### src/hdl/ethSyncFifo.sv
`timescale 1ns/1ps

// Show-ahead synchronous FIFO, head entry always on dout
module ethSyncFifo #(
    parameter int WIDTH = 18,
    parameter int DEPTH = 16
) (
    input  logic             clk,
    input  logic             rst,
    input  logic             push,
    input  logic [WIDTH-1:0] din,
    input  logic             pop,
    output logic [WIDTH-1:0] dout,
    output logic             full,
    output logic             empty
);

    localparam int PTR_W = (DEPTH > 1) ? $clog2(DEPTH) : 1;
    localparam int CNT_W = $clog2(DEPTH + 1);

    logic [WIDTH-1:0] mem [DEPTH];    // Storage
    logic [PTR_W-1:0] wrPtr;
    logic [PTR_W-1:0] rdPtr;
    logic [CNT_W-1:0] count;          // Occupancy
    logic             doPush;
    logic             doPop;

    // Pointer advance with wrap, DEPTH need not be a power of two
    function automatic logic [PTR_W-1:0] nextPtr(input logic [PTR_W-1:0] ptr);
        return (ptr == PTR_W'(DEPTH - 1)) ? '0 : ptr + 1'b1;
    endfunction

    assign doPush = push & ~full;     // Push on full is dropped
    assign doPop  = pop & ~empty;     // Pop on empty is dropped

    always_ff @(posedge clk) begin
        if (rst) begin
            wrPtr <= '0;
            rdPtr <= '0;
            count <= '0;
        end else begin
            if (doPush) wrPtr <= nextPtr(wrPtr);
            if (doPop)  rdPtr <= nextPtr(rdPtr);
            case ({doPush, doPop})
                2'b10:   count <= count + 1'b1;
                2'b01:   count <= count - 1'b1;
                default: count <= count;        // Both or neither
            endcase
        end
    end

    always_ff @(posedge clk) begin
        if (doPush) begin
            mem[wrPtr] <= din;
        end
    end

    // Head entry, new data shows one cycle after push
    assign dout  = mem[rdPtr];
    assign full  = (count == CNT_W'(DEPTH));
    assign empty = (count == '0);

endmodule

### config.mk
export PLATFORM = sky130hd
export DESIGN_NAME = ethSyncFifo
export DESIGN_NICKNAME = d
export VERILOG_FILES = /design/src/hdl/ethSyncFifo.sv
export SDC_FILE = /design/constraint.sdc
export NUM_CORES = 1
export LEC_CHECK = 0
export BUFFER_PORTS_ARGS = -buffer_cell sky130_fd_sc_hd__buf_2
export CELL_PAD_IN_SITES_DETAIL_PLACEMENT = 1
export CELL_PAD_IN_SITES_GLOBAL_PLACEMENT = 2
export CORE_MARGIN = 2
export CORE_UTILIZATION = 33
export CTS_BUF_LIST = sky130_fd_sc_hd__clkbuf_4
export CTS_CLUSTER_SIZE = 12
export DETAILED_ROUTE_END_ITERATION = 16
export PLACE_DENSITY = 0.64
export SKIP_LAST_GASP = 1
export SLEW_MARGIN = 0
export SYNTH_ARGS = -nofsm -noshare
export SYNTH_HDL_FRONTEND = slang
export SYNTH_SLANG_ARGS = --single-unit
### constraint.sdc
create_clock -name clk -period 5.85 [get_ports clk]
set_input_delay 0.2925 -clock clk [delete_from_list [all_inputs] [get_ports clk]]
set_output_delay 0.2925 -clock clk [all_outputs]
set_load 0.005 [all_outputs]
==> metrics.cfg <==
[worst_setup_path]
timing.rr.start = count[0]
r2r-end = count[4]
end_kind = primary output
crit_path_cell_trace = buf_4, mux4_1, mux4_2, buf_2
cp.arrival_ns = 3.49
cp_num_buf_inv = 2
cp_top_family = multiplexers
reg2reg_slack_ns = 2.80
cp.required_ns = 5.56
cp_max_fo = 49
crit_type = flip-flop to primary output
cp-start-kind = flip-flop
max_stage_delay_ns = 0.99
critical-path-slowest-cell = dfxtp_4
ff2ff_path_depth = 9

[routing]
drc = 0
wl_per_cell_um = 22.38
ant_nets = 0
firstDrtPassIters = 7
wl_met1_um = 11070
wl_met2_um = 13110
num_vias = 5773
wl_met3_um = 1305
routed_wl_um = 25960
via_per_inst = 4.977
routed.top_layer = met4
drtIter0Drc = 283

[sta]
setup_violations = 0
fin_worst_skew_ns = 0.05256
hold_viol_final = 0
finalSetupTns_ns = 0
period_needed_ns = 3.779
min_period_over_period = 0.6460
slew_headroom = 0.2752
grt_setup_unrepaired = false
slew_violations = 0
worstMarginPinSlew_ns = 1.087
fmax_mhz = 264.6

[global_route]
grt_max_degree = 50
antenna_found_initial = 2
grt_overflow = 0
grt_first_pass_wirelength_um = 39270
track_usage = 0.1409
grt_pass1_vias = 6557

[placed_design]
gp_congestion = 0.7036
io_buffers = 41
post-dp-hpwl_um = 14260

[layout]
nNetsFinal = 679
drive_above_1_share = 0.3429
area_delta_synth_final_pct = 15.53
post-route-util = 0.3888
fillers = 3470

[clock_network]
cts-buffers-inserted = 77
clk_latency_ns = 0.70
cts_setup_buffers = 0
cts-hold-fix-buffers = 20
cts_tree = done
cts_resized = 0
root_buffer = clkbuf_4
cts_num_sinks = 305
path_clk_slew_ns = 0.07
clock_path_buffers = 3
ctsHtreeMaxLevel = 3

[power]
ir_drop_v = 0.0001543
p_leak_nw = 4.472
power_density_mw_per_mm2 = 368.2

[floorplan]
fp.dieW_um = 194.7
die-area_mm2 = 0.03790
num_rows = 69
start_util = 0.3365
core_region_area_mm2 = 0.03566
fp.dieH_um = 194.7
top_level_ports = 42

[job]
maxCapViolations = 0

[synth]
yosysWarningCount = 0
synth.top_cell.area_share = 0.7208
synth_area_mm2 = 0.01200
ys_types = 39
syn_area_per_cell_um2 = 23.21
syn-num-nets = 547
yosysTopAreaCell = edfxtp_1
seq_area_frac_synth = 0.7491
postSynthCellCount = 517
ys_ff_latch = 305
synth.area.top_cells = edfxtp_1, mux4_2, mux4_1, dfxtp_1, ha_1

[outcome]
status = completed

[worst_hold_path]
worstHoldPathCells = 4
hp-start = push
hp-class = primary input to flip-flop
holdPathEnd = wrPtr[2]

[per-stage QoR]
stage / hold slack [ns] / total power [mW] / area (um^2) / std cells / worst slack, ns
CTS: 0.009410 / 5.204 / 13860 / 1158 / 1.924
finish: 0.06464 / 5.104 / 13860 / 1160 / 2.071
detailed placement: 0.5273 / 3.509 / 12760 / 1011 / 2.662
global placement: 0.5075 / 3.481 / 12760 / 1011 / 2.701
global route: 0.03495 / 5.372 / 13860 / 1160 / 1.836
floorplan: 0.3616 / 3.298 / 12000 / 517 / 2.542
[kinds of logic after synthesis]
kind of cell | after synthesis | share of synthesized area
XOR/XNOR | 5 | 0.003649
AO/OA/AOI/OAI | 26 | 0.01502
AND/OR/NAND/NOR | 45 | 0.02190
buffers and inverters | 33 | 0.01835
multiplexers | 95 | 0.1836
adder cells (fa/ha/maj) | 8 | 0.008342
flip-flops | 305 | 0.7491
[how the worst max path moves through the flow]
stage / slack, ns / from / cells past startpoint / end
after floorplan: 2.54 / count[2] / 6 / mem[0][0]
after global placement: 2.70 / flip-flop / 4 / dout[8]
after detailed placement: 2.66 / flip-flop / 4 / dout[8]
after CTS: 1.92 / flip-flop / 4 / dout[8]
after global routing: 1.84 / flip-flop / 4 / dout[8]
final: 2.07 / flip-flop / 4 / dout[8]
[registers in the layout, indices dropped and copies added (netlist names), named ones only]
register  flops
mem         288
count         5
rdPtr         4
wrPtr         4
[cells in the final DEF, fill, tap and decap left out, types with 2 or more instances in the layout]
master,netlist,routed
edfxtp_1,288,288
clkbuf_4,0,97
mux4_2,57,57
buf_2,4,41
mux4_1,33,33
dlygate4sd3_1,0,20
buf_4,1,20
clkinv_1,0,18
dfxtp_1,17,15
and2_1,13,13
nor2_1,12,12
a21oi_1,9,9
ha_1,8,8
o21ai_0,6,6
clkinv_2,0,6
inv_1,5,5
xor2_1,5,5
nand2_1,4,4
nor4b_2,0,4
mux2i_1,3,3
nor2b_1,3,3
diode_2,0,2
o21ai_4,2,2
a311o_1,2,2
o211ai_1,2,2
mux2_2,2,2
inv_6,0,2
clkinvlp_4,0,2
[report_power, final]
group	internal [mW]	switching [mW]
logic	0.497	0.346
clock network	0.829	0.826
registers	2.46	0.147
[worst reg2reg max path: stages, from the launching register on]
cell,delay (ns)
dfxtp_1,0.36
or4_4,0.63
o21ai_4,0.38
ha_1,0.39
xor2_1,0.20
ha_1,0.20
and3b_1,0.16
o21ai_0,0.07
a31oi_1,0.20
mux2_2,0.35
[final cells by class]
| cell class | instances | area, um^2 | share of cell area |
|---|---|---|---|
| clock inverters | 30 | 168.9 | 0.01219 |
| inverters | 5 | 18.77 | 0.001354 |
| clock buffers | 97 | 728.2 | 0.05253 |
| flip-flops and latches | 305 | 8994 | 0.6488 |
| repair buffers | 81 | 555.5 | 0.04008 |
| multi-input cells | 179 | 2815 | 0.2031 |
| well taps | 461 | 576.8 | 0.04161 |
| diodes | 2 | 5.005 | 0.0003610 |
[routing by layer]
| layer | track usage | vias up |
|---|---|---|
| li1 | - | 2530 |
| met2 | 0.2336 | 150 |
| met3 | 0.03141 | 42 |
| met1 | 0.1815 | 3051 |
| met4 | 0.05385 | 0 |
| met5 | 0 | - |
[synth_stat cells, drive strengths merged]
library cell,instances
a21o,1
a21oi,9
a311o,2
a31oi,1
and2,13
and3,1
and3b,1
buf,21
clkbuf,7
dfxtp,17
edfxtp,288
ha,8
inv,5
mux2,2
mux2i,3
mux4,90
nand2,4
nand3,1
nand3b,1
nor2,12
nor2b,3
nor3,1
nor4b,5
o2111a,1
o211ai,2
o21ai,9
o31ai,1
or3,1
or3b,1
or4,1
xor2,5
(Power assumes the default switching activity.)
