<file path="src/hdl/ethRtPkg.sv">
package ethRtPkg;

    // ----------------------------------------
    // Widths that carry a meaning
    // ----------------------------------------
    typedef logic [15:0] ethWord_t;   // One frame word, upper byte first on the wire
    typedef logic [11:0] byteCnt_t;   // Byte count of a frame
    typedef logic [11:0] wordCnt_t;   // Word count of a frame
    typedef logic [15:0] timeCnt_t;   // Cycle count for timing

    // ----------------------------------------
    // Streams
    // ----------------------------------------

    // Frame word as it travels between blocks
    typedef struct packed {
        ethWord_t data;
        logic     last;               // Final word of the frame
        logic     oddByte;            // Only data[15:8] valid on the final word
    } ethStream_t;

    // Word from the PHY receive side
    typedef struct packed {
        ethStream_t stream;
        logic       crcBad;           // Frame failed CRC, sampled with last
    } phyRx_t;

    // Frame descriptor, one per received frame
    typedef struct packed {
        logic     flush;              // Drop the frame instead of forwarding
        logic     [7:0] firstByte;    // Upper byte of word 0
        byteCnt_t byteCount;
    } rxInfo_t;

    // ----------------------------------------
    // Switch engine FSM
    // ----------------------------------------
    typedef enum logic [1:0] {
        ST_IDLE,                      // Pick next job
        ST_RECEIVE,                   // Stream good frame to host
        ST_FLUSH,                     // Drain bad frame silently
        ST_SEND                       // Host frame into send FIFO
    } switchState_t;

endpackage

</file>
<file path="src/hdl/ethRxFramer.sv">
`timescale 1ns/1ps

// Per-port receive framer
// Words go to the data FIFO, one descriptor per frame to the info FIFO
module ethRxFramer import ethRtPkg::*; (
    input  logic       clk,
    input  logic       rst,
    input  phyRx_t     phyRx,
    input  logic       phyRxValid,
    input  logic       dataFull,
    input  logic       infoFull,
    output logic       phyRxReady,
    output logic       dataPush,
    output ethStream_t dataWord,
    output logic       infoPush,
    output rxInfo_t    info
);

    logic     rxEnable;               // Set once reset is released
    logic     rxXfer;                 // Word accepted this cycle
    logic     firstWord;              // Current word is word 0 of a frame
    byteCnt_t byteCnt;                // Bytes accepted so far in this frame
    byteCnt_t byteCntNext;
    logic     [7:0] firstByteQ;       // Upper byte of word 0, held for the descriptor

    // ----------------------------------------
    // Handshake
    // ----------------------------------------

    // Both FIFOs must have room, so the descriptor of a last word always fits
    assign phyRxReady = rxEnable & ~dataFull & ~infoFull;
    assign rxXfer     = phyRxValid & phyRxReady;
    assign firstWord  = (byteCnt == '0);

    always_ff @(posedge clk) begin
        if (rst) rxEnable <= 1'b0;
        else     rxEnable <= 1'b1;
    end

    // ----------------------------------------
    // Byte count and first byte
    // ----------------------------------------

    // Two bytes per word, one on an odd final word
    assign byteCntNext = byteCnt + (phyRx.stream.oddByte ? byteCnt_t'(1) : byteCnt_t'(2));

    always_ff @(posedge clk) begin
        if (rst) begin
            byteCnt <= '0;
        end else if (rxXfer) begin
            if (phyRx.stream.last) byteCnt <= '0;      // Ready for next frame
            else                   byteCnt <= byteCntNext;
        end
    end

    always_ff @(posedge clk) begin
        if (rxXfer && firstWord) begin
            firstByteQ <= phyRx.stream.data[15:8];
        end
    end

    // ----------------------------------------
    // FIFO writes, same cycle as the transfer
    // ----------------------------------------
    assign dataPush = rxXfer;
    assign dataWord = phyRx.stream;

    assign infoPush       = rxXfer & phyRx.stream.last;
    assign info.flush     = phyRx.crcBad;
    assign info.firstByte = firstWord ? phyRx.stream.data[15:8] : firstByteQ;  // Single-word frame
    assign info.byteCount = byteCntNext;

endmodule

</file>
<file path="config.mk">
export PLATFORM = sky130hd
export DESIGN_NAME = ethRxFramer
export DESIGN_NICKNAME = d
export VERILOG_FILES = /design/src/hdl/ethRtPkg.sv /design/src/hdl/ethRxFramer.sv
export SDC_FILE = /design/constraint.sdc
export NUM_CORES = 1
export LEC_CHECK = 0
export BUFFER_PORTS_ARGS = -buffer_cell sky130_fd_sc_hd__buf_2
export CAP_MARGIN = 20
export CELL_PAD_IN_SITES_DETAIL_PLACEMENT = 1
export CELL_PAD_IN_SITES_GLOBAL_PLACEMENT = 1
export CORE_MARGIN = 2
export CORE_UTILIZATION = 33
export DETAILED_ROUTE_END_ITERATION = 10
export MAX_ROUTING_LAYER = met4
export PLACE_DENSITY = 0.86
export SYNTH_ARGS = -nofsm -noshare
export SYNTH_HDL_FRONTEND = slang
export SYNTH_SLANG_ARGS = --single-unit
</file>
<file path="constraint.sdc">
create_clock -name clk -period 2.54 [get_ports clk]
set_clock_uncertainty 0.2 [all_clocks]
set_input_delay 0.381 -clock clk [delete_from_list [all_inputs] [get_ports clk]]
set_output_delay 0.381 -clock clk [all_outputs]
set_load 0.01 [all_outputs]
</file>
==> results.md <==
- Status: finished, final reports clean
- Area growth syn-to-layout: 17.64%
- Fin crit period: 2500 ps
- CP Capture Type: primary output
- Mapped Nets: 164
- Yosys warns: 0
- Core area: 3943 um^2
- Remaining antenna violation count: 0
- Max cap viols: 0
- Top cells by area, synth: dfxtp_1, edfxtp_1, buf_4
- Post-synth ARST share: 0%
- Die extent in x: 67.58 um
- Post-Syn Area: 1334 um^2
- Die height: 67.58 um
- CP startpoint kind: flop
- Slew Limit Fails: 0
- Root Buffer: clkbuf_8
- Layout cell share with drive strength beyond 1: 47.34%
- Top_reg_cell synth: dfxtp_1
- Seq/Total Area, Yosys: 37.52%
- Clk slew on worst S/H paths: 80 ps
- Worst EP arrival: 1920 ps
- ANT cells: 0
- H-tree lvl count: 1
- IO Count: 66
- CTS Hold Bufs: 0
- Syn Inst Count: 137
- Post-synthesis adder-cell area fraction: 3.377%
- Slew @ Worst Pin: 343.3 ps
- DRT Pass-1 Iters: 4
- TNS Setup: 0 ps
- Overall power: 0.0006535 W
- Worst Hold Class: in -> reg
- Die area: 4566 um^2
- Grt ovf: 0
- HPWL Detailed: 2473 um
- Largest stage delay on the critical path: 350 ps
- Max clock buf depth: 2
- Clock sinks: 21
- Routability cong.: 0.7637
- Post-DP Area: 1471 um^2
- Post-synthesis compound-gate area fraction: 10.41%
- DRT iter0 DRCs: 8
- Avg Inst Size Synth: 9.736 um^2
- Simple-gate share of the synthesized area: 19.14%
- Buf/Inv on CP: 2
- Final hold vios: 0
- CTS tree: built
- CP Cell Sequence: ha_4, inv_2, fa_2, and3b_2, nand4_1, xnor2_1, buf_2
- RSZ-0062 raised after global routing: true
- Final Util: 39.80%
- Fill count: 468
- Hold slack: 127.4 ps
- Drt wl/cell: 14.98 um
- Period utilization: 98.42%
- Clock Latency Late Sink: 260 ps
- DR vias/cell: 5.055
- CTS Buf Count: 3
- Final wirelength: 3281 um
- Endpoints failing setup: 0
- Crit path max-delay family: simple AND/OR/NAND/NOR gates
- Pin count of the biggest net entering global routing: 17
- Largest family of logic cells by synthesized area: simple AND/OR/NAND/NOR gates
- Initial antenna violation count: 0
- Pwr/cell area: 416.5 nW/um^2
- Initial Util: 33.83%
- F_max: 0.4000 GHz
- GRT Total Usage: 15.11%
- Buffers added on ports: 47
- Unique masters post-synth: 39
- Leakage: 0.7007 nW
- Global-route wire length before repair: 5161 um
- Layout Nets: 197
- Post-synth EDFFs: 8
- Vias in the first global route: 1,086
- Post-synth top area share: 19.51%
- Peak VDD IR: 0.2509 mV
- Seq cells post-synth: 21
- Finished Cell Area: 1569 um^2
- Drt drc: 0
- CP max FO: 5
- Yosys top cell by area: dfxtp_1
- WS Path Type: reg -> out
- Total number of vias: 1,107
- Mux contribution to synthesized area: 6.754%
- Synth Area in XOR/XNOR: 6.567%
- Row count: 23
- Worst path slowest cell: dfxtp_2
- Worst endpoint required time: 1960 ps
- Slew Limit Headroom: 76.90%
cell type report:
| cell class | count | area, um^2 | share of cell area (%) |
|---|---|---|---|
| Clock buffer | 3 | 41.29 | 2.632 |
| Sequential cell | 21 | 503.0 | 32.06 |
| Clock inverter | 1 | 5.005 | 0.3190 |
| Timing Repair Buffer | 53 | 280.3 | 17.86 |
| Inverter | 7 | 26.28 | 1.675 |
| Tap cell | 50 | 62.56 | 3.987 |
| Multi-Input combinational cell | 84 | 650.6 | 41.47 |
metrics by stage:
| step | std cells | setup slack, ps |
|---|---|---|
| floorplan | 137 | 263.9 |
| finish | 219 | 40.14 |
| detailed placement | 213 | -45.97 |
| global placement | 213 | 26.10 |
| CTS | 218 | -14.11 |
| global route | 219 | -92.30 |
synthesized netlist by cell type (4+ instances only):
cell	number
xnor2_1	9
nand2_1	7
inv_1	6
nor2_1	4
or3_1	5
mux2_2	8
a21oi_1	9
buf_4	22
nand3_1	9
nor4_1	4
dfxtp_1	13
o21ai_0	4
edfxtp_1	8
path summary, 6_finish.rpt:
check | start | endpoint | slack, ps | depth (start not counted)
hold / removal | phyRx[11] | firstByteQ[0]$_DFFE_PP_ | 130 | 1
setup / recovery | byteCnt[0]$_SDFFE_PP0N_ | info[10] | 40 | 7
setup reg to reg | byteCnt[0]$_SDFFE_PP0N_ | byteCnt[10]$_SDFFE_PP0N_ | 320 | 8
hold reg to reg | byteCnt[1]$_SDFFE_PP0N_ | byteCnt[1]$_SDFFE_PP0N_ | 290 | 2
cell families (layout without fill, tap and decap cells):
group	Yosys count	in the layout
buffers and inverters	32	64
XOR/XNOR	10	10
flip-flops	21	21
multiplexers	8	8
adder cells (fa/ha/maj)	3	3
AND/OR/NAND/NOR	41	41
AO/OA/AOI/OAI	22	22
flip-flops by register name (all words and copies together), names as in the netlist:
signal,count
firstByteQ,8
rxEnable,1
byteCnt,12
power breakdown:
group | switching, W | internal, W
clock network | 0.000110 | 0.000109
registers | 0.00000139 | 0.000353
logic | 0.0000457 | 0.0000346
total | 0.000157 | 0.000497
timing repair:
action / 4_1_cts / 5_1_grt
pin swaps: 4 / 5
gates resized for setup: 7 / 3
buffers inserted: 1 / 1
endpoints found under the hold margin: 0 / 0
endpoints found under the setup margin: 4 / 12
cells in the final DEF (no fill, tap or decap), drive strengths merged, types with 3 or more instances in the layout:
| cell | Yosys | routed |
|---|---|---|
| nand4 | 3 | 3 |
| or3 | 5 | 5 |
| nand3 | 9 | 9 |
| dfxtp | 13 | 13 |
| edfxtp | 8 | 8 |
| mux2 | 8 | 8 |
| a21oi | 9 | 9 |
| o21ai | 4 | 4 |
| inv | 7 | 7 |
| buf | 24 | 53 |
| a31oi | 3 | 3 |
| nand2 | 7 | 7 |
| nor2 | 4 | 4 |
| xnor2 | 9 | 9 |
| nor4 | 4 | 4 |
| clkbuf | 0 | 3 |
layer usage:
| metal | vias up | global-route usage (%) | part of all wire (%) | wire length [um] |
|---|---|---|---|---|
| met3 | 2 | 3.500 | 7.2 | 236 |
| met2 | 53 | 26.59 | 49 | 1605 |
| li1 | 536 | - | - | - |
| met4 | 0 | 1.531 | 0.24 | 8 |
| met1 | 516 | 18.08 | 44 | 1430 |
| met5 | - | - | 0 | 0 |
Power figures use the tool's default switching activity.
