## config.mk

```make
export PLATFORM = sky130hd
export DESIGN_NAME = ethSwitchRt
export DESIGN_NICKNAME = d
export VERILOG_FILES = /design/src/hdl/ethRtPkg.sv /design/src/hdl/ethSwitchRt.sv
export SDC_FILE = /design/constraint.sdc
export NUM_CORES = 1
export LEC_CHECK = 0
export ABC_CLOCK_PERIOD_IN_PS = 9370
export BUFFER_PORTS_ARGS = -buffer_cell sky130_fd_sc_hd__buf_2
export CAP_MARGIN = 30
export CORE_ASPECT_RATIO = 0.7
export CORE_MARGIN = 5
export CORE_UTILIZATION = 51
export DETAILED_ROUTE_END_ITERATION = 12
export GPL_TIMING_DRIVEN = 0
export PLACE_DENSITY = 0.86
export SYNTH_ARGS = -nofsm -noshare
export SYNTH_HDL_FRONTEND = slang
export SYNTH_SLANG_ARGS = --single-unit
```

## constraint.sdc

```tcl
create_clock -name clk -period 9.37 [get_ports clk]
set_clock_uncertainty 0.15 [all_clocks]
set_input_delay 0.937 -clock clk [delete_from_list [all_inputs] [get_ports clk]]
set_output_delay 0.937 -clock clk [all_outputs]
set_load 0.05 [all_outputs]
```

## src/hdl/ethRtPkg.sv

```systemverilog
package ethRtPkg;

    // ----------------------------------------
    // Widths that carry a meaning
    // ----------------------------------------
    typedef logic [15:0] ethWord_t;   // One frame word, upper byte first on the wire
    typedef logic [11:0] byteCnt_t;   // Byte count of a frame
    typedef logic [11:0] wordCnt_t;   // Word count of a frame
    typedef logic [15:0] timeCnt_t;   // Cycle count for timing

    // ----------------------------------------
    // Streams
    // ----------------------------------------

    // Frame word as it travels between blocks
    typedef struct packed {
        ethWord_t data;
        logic     last;               // Final word of the frame
        logic     oddByte;            // Only data[15:8] valid on the final word
    } ethStream_t;

    // Word from the PHY receive side
    typedef struct packed {
        ethStream_t stream;
        logic       crcBad;           // Frame failed CRC, sampled with last
    } phyRx_t;

    // Frame descriptor, one per received frame
    typedef struct packed {
        logic     flush;              // Drop the frame instead of forwarding
        logic     [7:0] firstByte;    // Upper byte of word 0
        byteCnt_t byteCount;
    } rxInfo_t;

    // ----------------------------------------
    // Switch engine FSM
    // ----------------------------------------
    typedef enum logic [1:0] {
        ST_IDLE,                      // Pick next job
        ST_RECEIVE,                   // Stream good frame to host
        ST_FLUSH,                     // Drain bad frame silently
        ST_SEND                       // Host frame into send FIFO
    } switchState_t;

endpackage

```

## src/hdl/ethSwitchRt.sv

```systemverilog
`timescale 1ns/1ps

// Switch engine, serves one port at a time
// Receive frames go to the host, host frames go to the send FIFO of curPort
module ethSwitchRt import ethRtPkg::*; (
    input  logic       clk,
    input  logic       rst,
    // Receive descriptors
    input  rxInfo_t    rxInfo0,
    input  rxInfo_t    rxInfo1,
    input  logic [1:0] infoEmpty,
    output logic [1:0] infoPop,
    // Receive data
    input  ethStream_t rxData0,
    input  ethStream_t rxData1,
    input  logic [1:0] dataEmpty,
    output logic [1:0] dataPop,
    // Host side
    output ethStream_t hostRx,
    output logic       hostRxValid,
    input  logic       hostRxReady,
    input  ethStream_t hostTx,
    input  logic       hostTxValid,
    output logic       hostTxReady,
    // Send FIFOs
    input  logic [1:0] sendFull,
    output logic [1:0] sendPush,
    output ethStream_t sendWord,
    // Status
    output logic       curPort,       // 0 -> port 0, 1 -> port 1
    output timeCnt_t   timeReceive    // Cycles from descriptor pop to final host word
);

    switchState_t state;
    rxInfo_t      rxInfoCur;          // Descriptor head of curPort
    ethStream_t   rxDataCur;          // Data head of curPort
    wordCnt_t     rxWords;            // Words in the current frame
    wordCnt_t     wordCnt;            // Words popped so far
    timeCnt_t     timeNow;            // Running time since descriptor pop
    logic         lastWord;           // Data head is the final word of the frame
    logic         wordPop;            // A data word leaves the FIFO this cycle

    // Words from bytes, rounded up, computed wide so 4095 bytes does not wrap
    function automatic wordCnt_t wordsOf(input byteCnt_t bytes);
        logic [12:0] sum;
        sum = {1'b0, bytes} + 13'd1;
        return wordCnt_t'(sum >> 1);
    endfunction

    // ----------------------------------------
    // Port select
    // ----------------------------------------
    assign rxInfoCur = curPort ? rxInfo1 : rxInfo0;
    assign rxDataCur = curPort ? rxData1 : rxData0;
    assign lastWord  = (wordCnt == wordCnt_t'(rxWords - 1'b1));

    // Host receive stream, last comes from our own count
    always_comb begin
        hostRx.data    = rxDataCur.data;
        hostRx.oddByte = rxDataCur.oddByte;
        hostRx.last    = lastWord;
    end

    assign sendWord = hostTx;         // Send FIFO of curPort takes host words as they are

    // ----------------------------------------
    // Handshakes and FIFO strobes
    // ----------------------------------------
    always_comb begin
        infoPop     = '0;
        dataPop     = '0;
        sendPush    = '0;
        hostRxValid = 1'b0;
        hostTxReady = 1'b0;
        case (state)
            ST_IDLE: begin
                // Sends win, descriptor only popped when no send is pending
                if (!hostTxValid && !infoEmpty[curPort]) infoPop[curPort] = 1'b1;
            end
            ST_RECEIVE: begin
                hostRxValid      = ~dataEmpty[curPort];
                dataPop[curPort] = hostRxValid & hostRxReady;
            end
            ST_FLUSH: begin
                dataPop[curPort] = ~dataEmpty[curPort];   // One word per cycle
            end
            ST_SEND: begin
                hostTxReady       = ~sendFull[curPort];
                sendPush[curPort] = hostTxValid & hostTxReady;
            end
            default: ;
        endcase
    end

    assign wordPop = |dataPop;

    // ----------------------------------------
    // Switch FSM
    // ----------------------------------------
    always_ff @(posedge clk) begin
        if (rst) begin
            state       <= ST_IDLE;
            curPort     <= 1'b0;
            timeReceive <= '0;
            timeNow     <= '0;
            wordCnt     <= '0;
            rxWords     <= '0;
        end else begin
            case (state)
                ST_IDLE: begin
                    timeNow <= timeCnt_t'(1);   // Pop cycle counts as the first
                    wordCnt <= '0;
                    if (hostTxValid) begin
                        state <= ST_SEND;
                    end else if (!infoEmpty[curPort]) begin
                        rxWords <= wordsOf(rxInfoCur.byteCount);
                        state   <= rxInfoCur.flush ? ST_FLUSH : ST_RECEIVE;
                    end else if (!infoEmpty[~curPort]) begin
                        // Only the other port has a frame, two ports only
                        curPort <= ~curPort;
                    end
                end

                ST_RECEIVE: begin
                    timeNow <= timeNow + 1'b1;
                    if (wordPop) begin
                        if (lastWord) begin
                            timeReceive <= timeNow + 1'b1;   // Include the final transfer
                            state       <= ST_IDLE;
                        end else begin
                            wordCnt <= wordCnt + 1'b1;
                        end
                    end
                end

                ST_FLUSH: begin
                    timeNow <= timeNow + 1'b1;
                    if (wordPop) begin
                        if (lastWord) state <= ST_IDLE;   // timeReceive untouched
                        else          wordCnt <= wordCnt + 1'b1;
                    end
                end

                ST_SEND: begin
                    timeNow <= timeNow + 1'b1;
                    if (sendPush[curPort] && hostTx.last) begin
                        state <= ST_IDLE;
                    end
                end

                default: state <= ST_IDLE;
            endcase
        end
    end

endmodule

```

==> results of run 1 <==
cell families (layout without fill, tap and decap cells):
group | after synthesis | in the layout
DFF | 59 | 59
xor gates and xnor gates | 35 | 35
adders and majority gates | 8 | 8
buffers and inverters | 51 | 198
AOI/OAI and AO/OA | 65 | 65
muxes | 51 | 51
and+or+nand+nor | 161 | 161
power groups by stage:
stage / Sequential, uW / Clock, uW / Combinational [uW]
5_1_grt: 282 / 232 / 341
2_1_floorplan: 283 / 0 / 236
6_report: 280 / 215 / 318
3_5_place_dp: 286 / 0 / 313
4_1_cts: 280 / 220 / 315
3_3_place_gp: 285 / 0 / 300
Yosys cell counts, drive strengths merged, types with 6 or more instances:
cell	instances
nor3	12
buf	26
a21oi	25
xnor2	16
mux2	20
and3	14
o21ai	19
mux2i	31
nand2	14
inv	14
nor2b	22
nand3	14
dfxtp	59
xor2	19
ha	8
nor2	50
or3	8
nand2b	6
clkbuf	11
per-stage QoR:
stage,hold slack [ps],cells,utilization [%],instance area [sq um]
finish,340,671,67.3,4630
global route,396,671,67.3,4630
CTS,343,671,67.3,4630
detailed placement,323,655,64.6,4440
global placement,321,655,64.6,4440
floorplan,312,430,-,3670
critical path: cells and delay by family, from the launching register on:
kind	cells	cell delay (ps)
mux	1	400
flops	1	370
buf+inv	5	2240
sequential cells by signal (all words and copies together), names as in the netlist:
register / count
timeNow: 16
timeReceive: 16
rxWords: 12
wordCnt: 12
state: 2
curPort: 1
per-layer routing:
layer  up-vias  GRT usage [%]  wire, um
met3        25           6.92       733
met4         0           7.05       190
met1      1669           26.9      4240
li1       1771              -         -
met2       138           39.5      4830
met5         -              0         0
cell type report:
class,instances,area (sq um)
Fill cell,565,2250
Multi-Input combinational cell,320,2190
Sequential cell,59,1180
Timing Repair Buffer,131,656
Buffer,37,243
Clock buffer,9,124
Tap cell,94,118
Clock inverter,7,61.3
Inverter,14,52.6
worst max-delay path by stage:
stage,from,endpoint,slack (ps),depth (start not counted)
global placement,curPort$_SDFFE_PP0P_,hostRx[10],5390,6
detailed placement,curPort$_SDFFE_PP0P_,hostRx[10],5300,6
global route,curPort$_SDFFE_PP0P_,hostRx[13],4730,6
finish,curPort$_SDFFE_PP0P_,hostRx[7],4920,6
floorplan,curPort$_SDFFE_PP0P_,sendPush[0],5410,6
CTS,curPort$_SDFFE_PP0P_,hostRx[10],4920,6
==> flow_summary.yaml, run 1 <==
timing:
  max_slew.worst_pin.slew_ps: 843
  fmaxAchievable_ghz: 0.225
  setup_viol: 0
  relSlewSlack_pct: 43.7
  tns_ps: 0
  timing.final.ws_setup_ps: 4920
  fin_crit_ps: 4450
  final-hold-violation-count: 0
  rsz0062_at_grt: "no"
  drv_slew: 0
  fin_crit_sh_pct: 47.5
worst_setup_path:
  critPathMaxFanout: 10
  crit_chain: "clkbuf_1 -> buf_1 -> buf_1 -> clkbuf_1 -> mux2_2 -> buf_2"
  end_kind: "primary output"
  critPathMaxStageDelay_ps: 540
  worst_setup_path_start_kind: "register"
  worst_r2r_path_depth: 12
  slowest_stage: "buf_1"
  required_ps: 8280
  rrSetupSlack_ps: 5350
  crit_arrival_ps: 3360
  crit_type: "register to primary output"
  rr_endpoint: "rxWords[7]$_SDFFE_PP0P_"
  rr_startpoint: "curPort$_SDFFE_PP0P_"
synth:
  synth_xor_area_share_pct: 8.35
  synth_area_leaders: "dfxtp_1 (32%), mux2i_1 (8.5%), mux2_2 (6.1%), nor2_1 (4.9%), xor2_1 (4.5%)"
  synth_flop_cell: "dfxtp_1"
  ys.warnings.count: 0
  synth_compound_area_share_pct: 10.4
  yosys.area_share.simple_pct: 23.7
  synthMuxAreaShare_pct: 14.6
  synth_edf_count: 0
  synth_area_sq_um: 3670
  async_flop_share_pct: 0
  yosysSeqAreaShare_pct: 32.2
  synthAdderAreaFrac_pct: 2.73
  synth_top_family_by_area: "simple AND/OR/NAND/NOR gates"
  synth_top_area_share_pct: 32.2
  synthCells: 430
  synth_top_area_cell: "dfxtp_1"
  synth.distinct_cells: 54
  synth_fp_nets: 544
  syn_avg_cell_area_sq_um: 8.54
  ys_ff_latch: 59
clock_network:
  cts_tree: "built"
  clock-sinks: 59
  postCtsSetupRepairBufs: 0
  cts_buffer_depth: 2
  hold_buffers: 0
  cts_buffers: 9
  cts_max_level: 3
  clock_latency_ps: 350
  cts_resized: 0
  cts-root-buf: "clkbuf_8"
  path_clk_slew_ps: 70
hold_path:
  hold_path_startpoint: "timeReceive[9]$_SDFFE_PP0P_"
  whs_endpoint: "timeReceive[9]$_SDFFE_PP0P_"
  hold_path.class: "register to register"
  hold_path_depth: 2
drt:
  vias_per_cell: 5.37
  ant_nets: 0
  totalWireLength_um: 9990
  detail_route.wl_per_cell_um: 14.9
  dr.pass1.iters: 4
  drt_iter0_drc: 202
  vias: 3603
  drc: 0
cells_and_area:
  drive_gt1_share_pct: 34.0
  n_antenna_cell: 0
  layout.nets: 686
  layout_common_cells: "buf_2 (132), dfxtp_1 (59), nor2_1 (48)"
  final_common_cell: "buf_2"
  area_delta_synth_final_pct: 26.1
job:
  max_cap_viol_count: 0
floorplanning:
  core_area_sq_um: 6880
  rows: 25
  fp.dieW_um: 111
  die_area_sq_um: 9020
  chipHeight_um: 81.0
  start_util_pct: 53.3
  pin_count: 167
pwr:
  power.leakage_uw: 0.00208
  swShare_pct: 41.3
  combPwrFrac_pct: 39.1
  p_int_uw: 477
  vdd_ir_drop_max_v: 0.000112
  p_sw_uw: 336
  powerDensity_nw_per_um2: 176
  power_uw: 813
  clockPowerShare_pct: 26.5
  p_seq_share_pct: 34.5
placement:
  dp_slack_ps: 5300
  place_hpwl_um: 8040
  place_congestion: 0.856
  portBuffers: 131
global_routing:
  grt_max_degree: 14
  grt_pass1_vias: 3660
  grt_overflow: 0
  grt_pass1_wl_um: 16700
  track_usage_pct: 22.5
  antenna_found_initial: 0
outcome:
  status: "finished clean"
Power figures use the tool's default switching activity.
==> run 2, diff against run 1 <==
ABC_AREA = 1   (was default)
ABC_CLOCK_PERIOD_IN_PS = 3600   (was 9370)
CORE_UTILIZATION = 45   (was 51)
PLACE_DENSITY = 0.78   (was 0.86)
clock period = 3.6 ns   (was 9.37 ns; I/O delays follow)
==> run 2 against run 1 <==
Net effect:
- die area is 25% higher
- global-route usage shrank 1.9 points
- non-clock buffer count increased by 2
- clock power increased to 4.4 times the previous value
- critical path depth increased by 7
- routed wire length grew 16%
- total power increased to 3.6 times the previous value
- utilization is 8.8 points lower
- sequential cell count did not move
- largest power group unchanged
==> flow_summary.yaml, run 2 <==
synth:
  syn_avg_cell_area_sq_um: 6.35
  async_flop_share_pct: 0
  synth_top_area_share_pct: 28.5
  ys_ff_latch: 59
  synthTopCellsByCount: "nand2_1 (190), inv_1 (90), nor2_1 (73)"
  ys.warnings.count: 0
  synth.distinct_cells: 35
  synth_area_leaders: "dfxtp_1 (28%), nand2_1 (17%), inv_1 (8.1%), nor2_1 (6.6%), xor2_1 (5.5%)"
  synth_flop_cell: "dfxtp_1"
  synthCells: 653
  synth_fp_nets: 767
  yosysMostFrequentCell: "nand2_1"
  synth_top_area_cell: "dfxtp_1"
  yosysSeqAreaShare_pct: 28.5
  synth_area_sq_um: 4150
  synth_edf_count: 0
pwr:
  power.leakage_uw: 0.00269
  p_int_uw: 1670
  combPwrFrac_pct: 41.8
  p_seq_share_pct: 25.8
  powerDensity_nw_per_um2: 549
  vdd_ir_drop_max_v: 0.000320
  swShare_pct: 42.5
  clockPowerShare_pct: 32.5
  p_sw_uw: 1240
drt:
  vias_per_cell: 4.78
  vias: 4418
  detail_route.wl_per_cell_um: 12.6
  drc: 0
  dr.pass1.iters: 5
  drt_iter0_drc: 246
  totalWireLength_um: 11600
  ant_nets: 0
worst_setup_path:
  crit_start: "rxWords[0]$_SDFFE_PP0P_"
  slowest_stage: "dfxtp_1"
  required_ps: 3090
  rr_startpoint: "rxWords[0]$_SDFFE_PP0P_"
  critPathMaxStageDelay_ps: 320
  worst_setup_path_start_kind: "register"
  crit_chain: "inv_2 -> ha_1 -> inv_1 -> nor2_1 -> nand3_2 -> nor2_2 -> xor2_1 -> nand2_1 -> nor2_2 -> nand3_2 -> inv_2 -> buf_4 -> buf_2"
  crit_type: "register to primary output"
  end_kind: "primary output"
  critPathMaxFanout: 8
  crit_arrival_ps: 2500
clock_network:
  clock-sinks: 59
  cts_tree: "built"
  cts_buffers: 9
  cts_max_level: 3
  postCtsSetupRepairBufs: 0
  cts_resized: 0
  hold_buffers: 0
  clock_latency_ps: 330
  path_clk_slew_ps: 50
  cts_buffer_depth: 2
  cts-root-buf: "clkbuf_16"
cells_and_area:
  final-instance-count-excl-fill: 924
  n_antenna_cell: 0
  drive_gt1_share_pct: 27.3
  largestRegisters: "timeNow: 16 flops, timeReceive: 16 flops"
  layout.nets: 909
  n_fill_cell: 860
  final_common_cell: "nand2_1"
  layout_common_cells: "nand2_1 (190), buf_2 (133), inv_1 (90)"
  area_delta_synth_final_pct: 27.4
floorplanning:
  chipHeight_um: 90.3
  fp.dieW_um: 125
  die_area_sq_um: 11300
  core_area_sq_um: 9030
  pin_count: 167
  start_util_pct: 45.9
  rows: 29
placement:
  dp.cells: 908
  place_hpwl_um: 9180
  portBuffers: 131
  dp_slack_ps: 1010
  place_congestion: 0.924
global_routing:
  grt_overflow: 0
  grt_pass1_wl_um: 19500
  track_usage_pct: 20.6
  grt_max_degree: 13
  antenna_found_initial: 0
  grt_pass1_vias: 4181
job:
  max_cap_viol_count: 0
timing:
  setup_viol: 0
  rsz0062_at_grt: "no"
  relSlewSlack_pct: 61.1
  fin_crit_ps: 3010
  fin_crit_sh_pct: 83.6
  fmaxAchievable_ghz: 0.332
  whs_ps: 215
  drv_slew: 0
  tns_ps: 0
  final-hold-violation-count: 0
  max_slew.worst_pin.slew_ps: 584
  timing.final.ws_setup_ps: 590
outcome:
  status: "finished clean"
hold_path:
  hold_path.class: "primary input to register"
  hold_path_startpoint: "rst"
-- run 2: cells by family after synthesis --
| logic type | share of synthesized area [%] |
|---|---|
| xor gates and xnor gates | 6.97 |
| buffers and inverters | 14.9 |
| adders and majority gates | 2.41 |
| and+or+nand+nor | 37.2 |
| DFF | 28.5 |
| muxes | 0.724 |
| AOI/OAI and AO/OA | 9.29 |
-- run 2: path summary, 6_finish.rpt --
check                                      to  slack (ps)  depth (start not counted)
setup reg to reg  timeReceive[6]$_SDFFE_PP0P_        1030                         15
setup / recovery                    hostRx[1]         590                         13
hold reg to reg         timeNow[0]$_SDFF_PP0_         330                          1
hold / removal        wordCnt[3]$_SDFFE_PP0P_         210                          4
-- run 2: per-stage QoR --
stage	utilization [%]	area, sq um	total power (uW)
after floorplan	-	4150	1670
after global placement	54.9	4960	1930
after detailed placement	54.9	4960	1950
after CTS	58.5	5280	2900
after global routing	58.5	5280	3070
final	58.5	5280	2900
-- run 2: metal layers --
| layer | wire length, um | vias to the layer above | track usage [%] |
|---|---|---|---|
| met5 | 0 | - | 0 |
| met4 | 276 | 0 | 8.58 |
| met3 | 959 | 21 | 5.26 |
| met2 | 5080 | 155 | 32.1 |
| met1 | 5320 | 1952 | 27.2 |
| li1 | - | 2290 | - |
-- run 2: worst max-delay path: cells and delay by family (launching register included) --
family	cells	cell delay, ps
fa+ha+maj	1	230
xor+xnor	1	180
buf+inv	5	680
simple gates	6	770
flops	1	320
-- run 2: power groups by stage --
stage	logic [uW]	registers (uW)	clock network, uW
6_report	1210	748	943
4_1_cts	1200	748	948
2_1_floorplan	914	757	0
3_5_place_dp	1190	762	0
5_1_grt	1340	757	973
3_3_place_gp	1170	761	0
-- run 2: layout make-up --
| class | count | area, sq um | share of cell area, % |
|---|---|---|---|
| plain buffers | 39 | 265 | 5.02 |
| clock buffers | 9 | 225 | 4.26 |
| clock inverters | 7 | 100 | 1.89 |
| inverters | 94 | 353 | 6.68 |
| multi-input cells | 461 | 2350 | 44.4 |
| flip-flops and latches | 59 | 1180 | 22.4 |
| well taps | 124 | 155 | 2.94 |
| repair buffers | 131 | 656 | 12.4 |
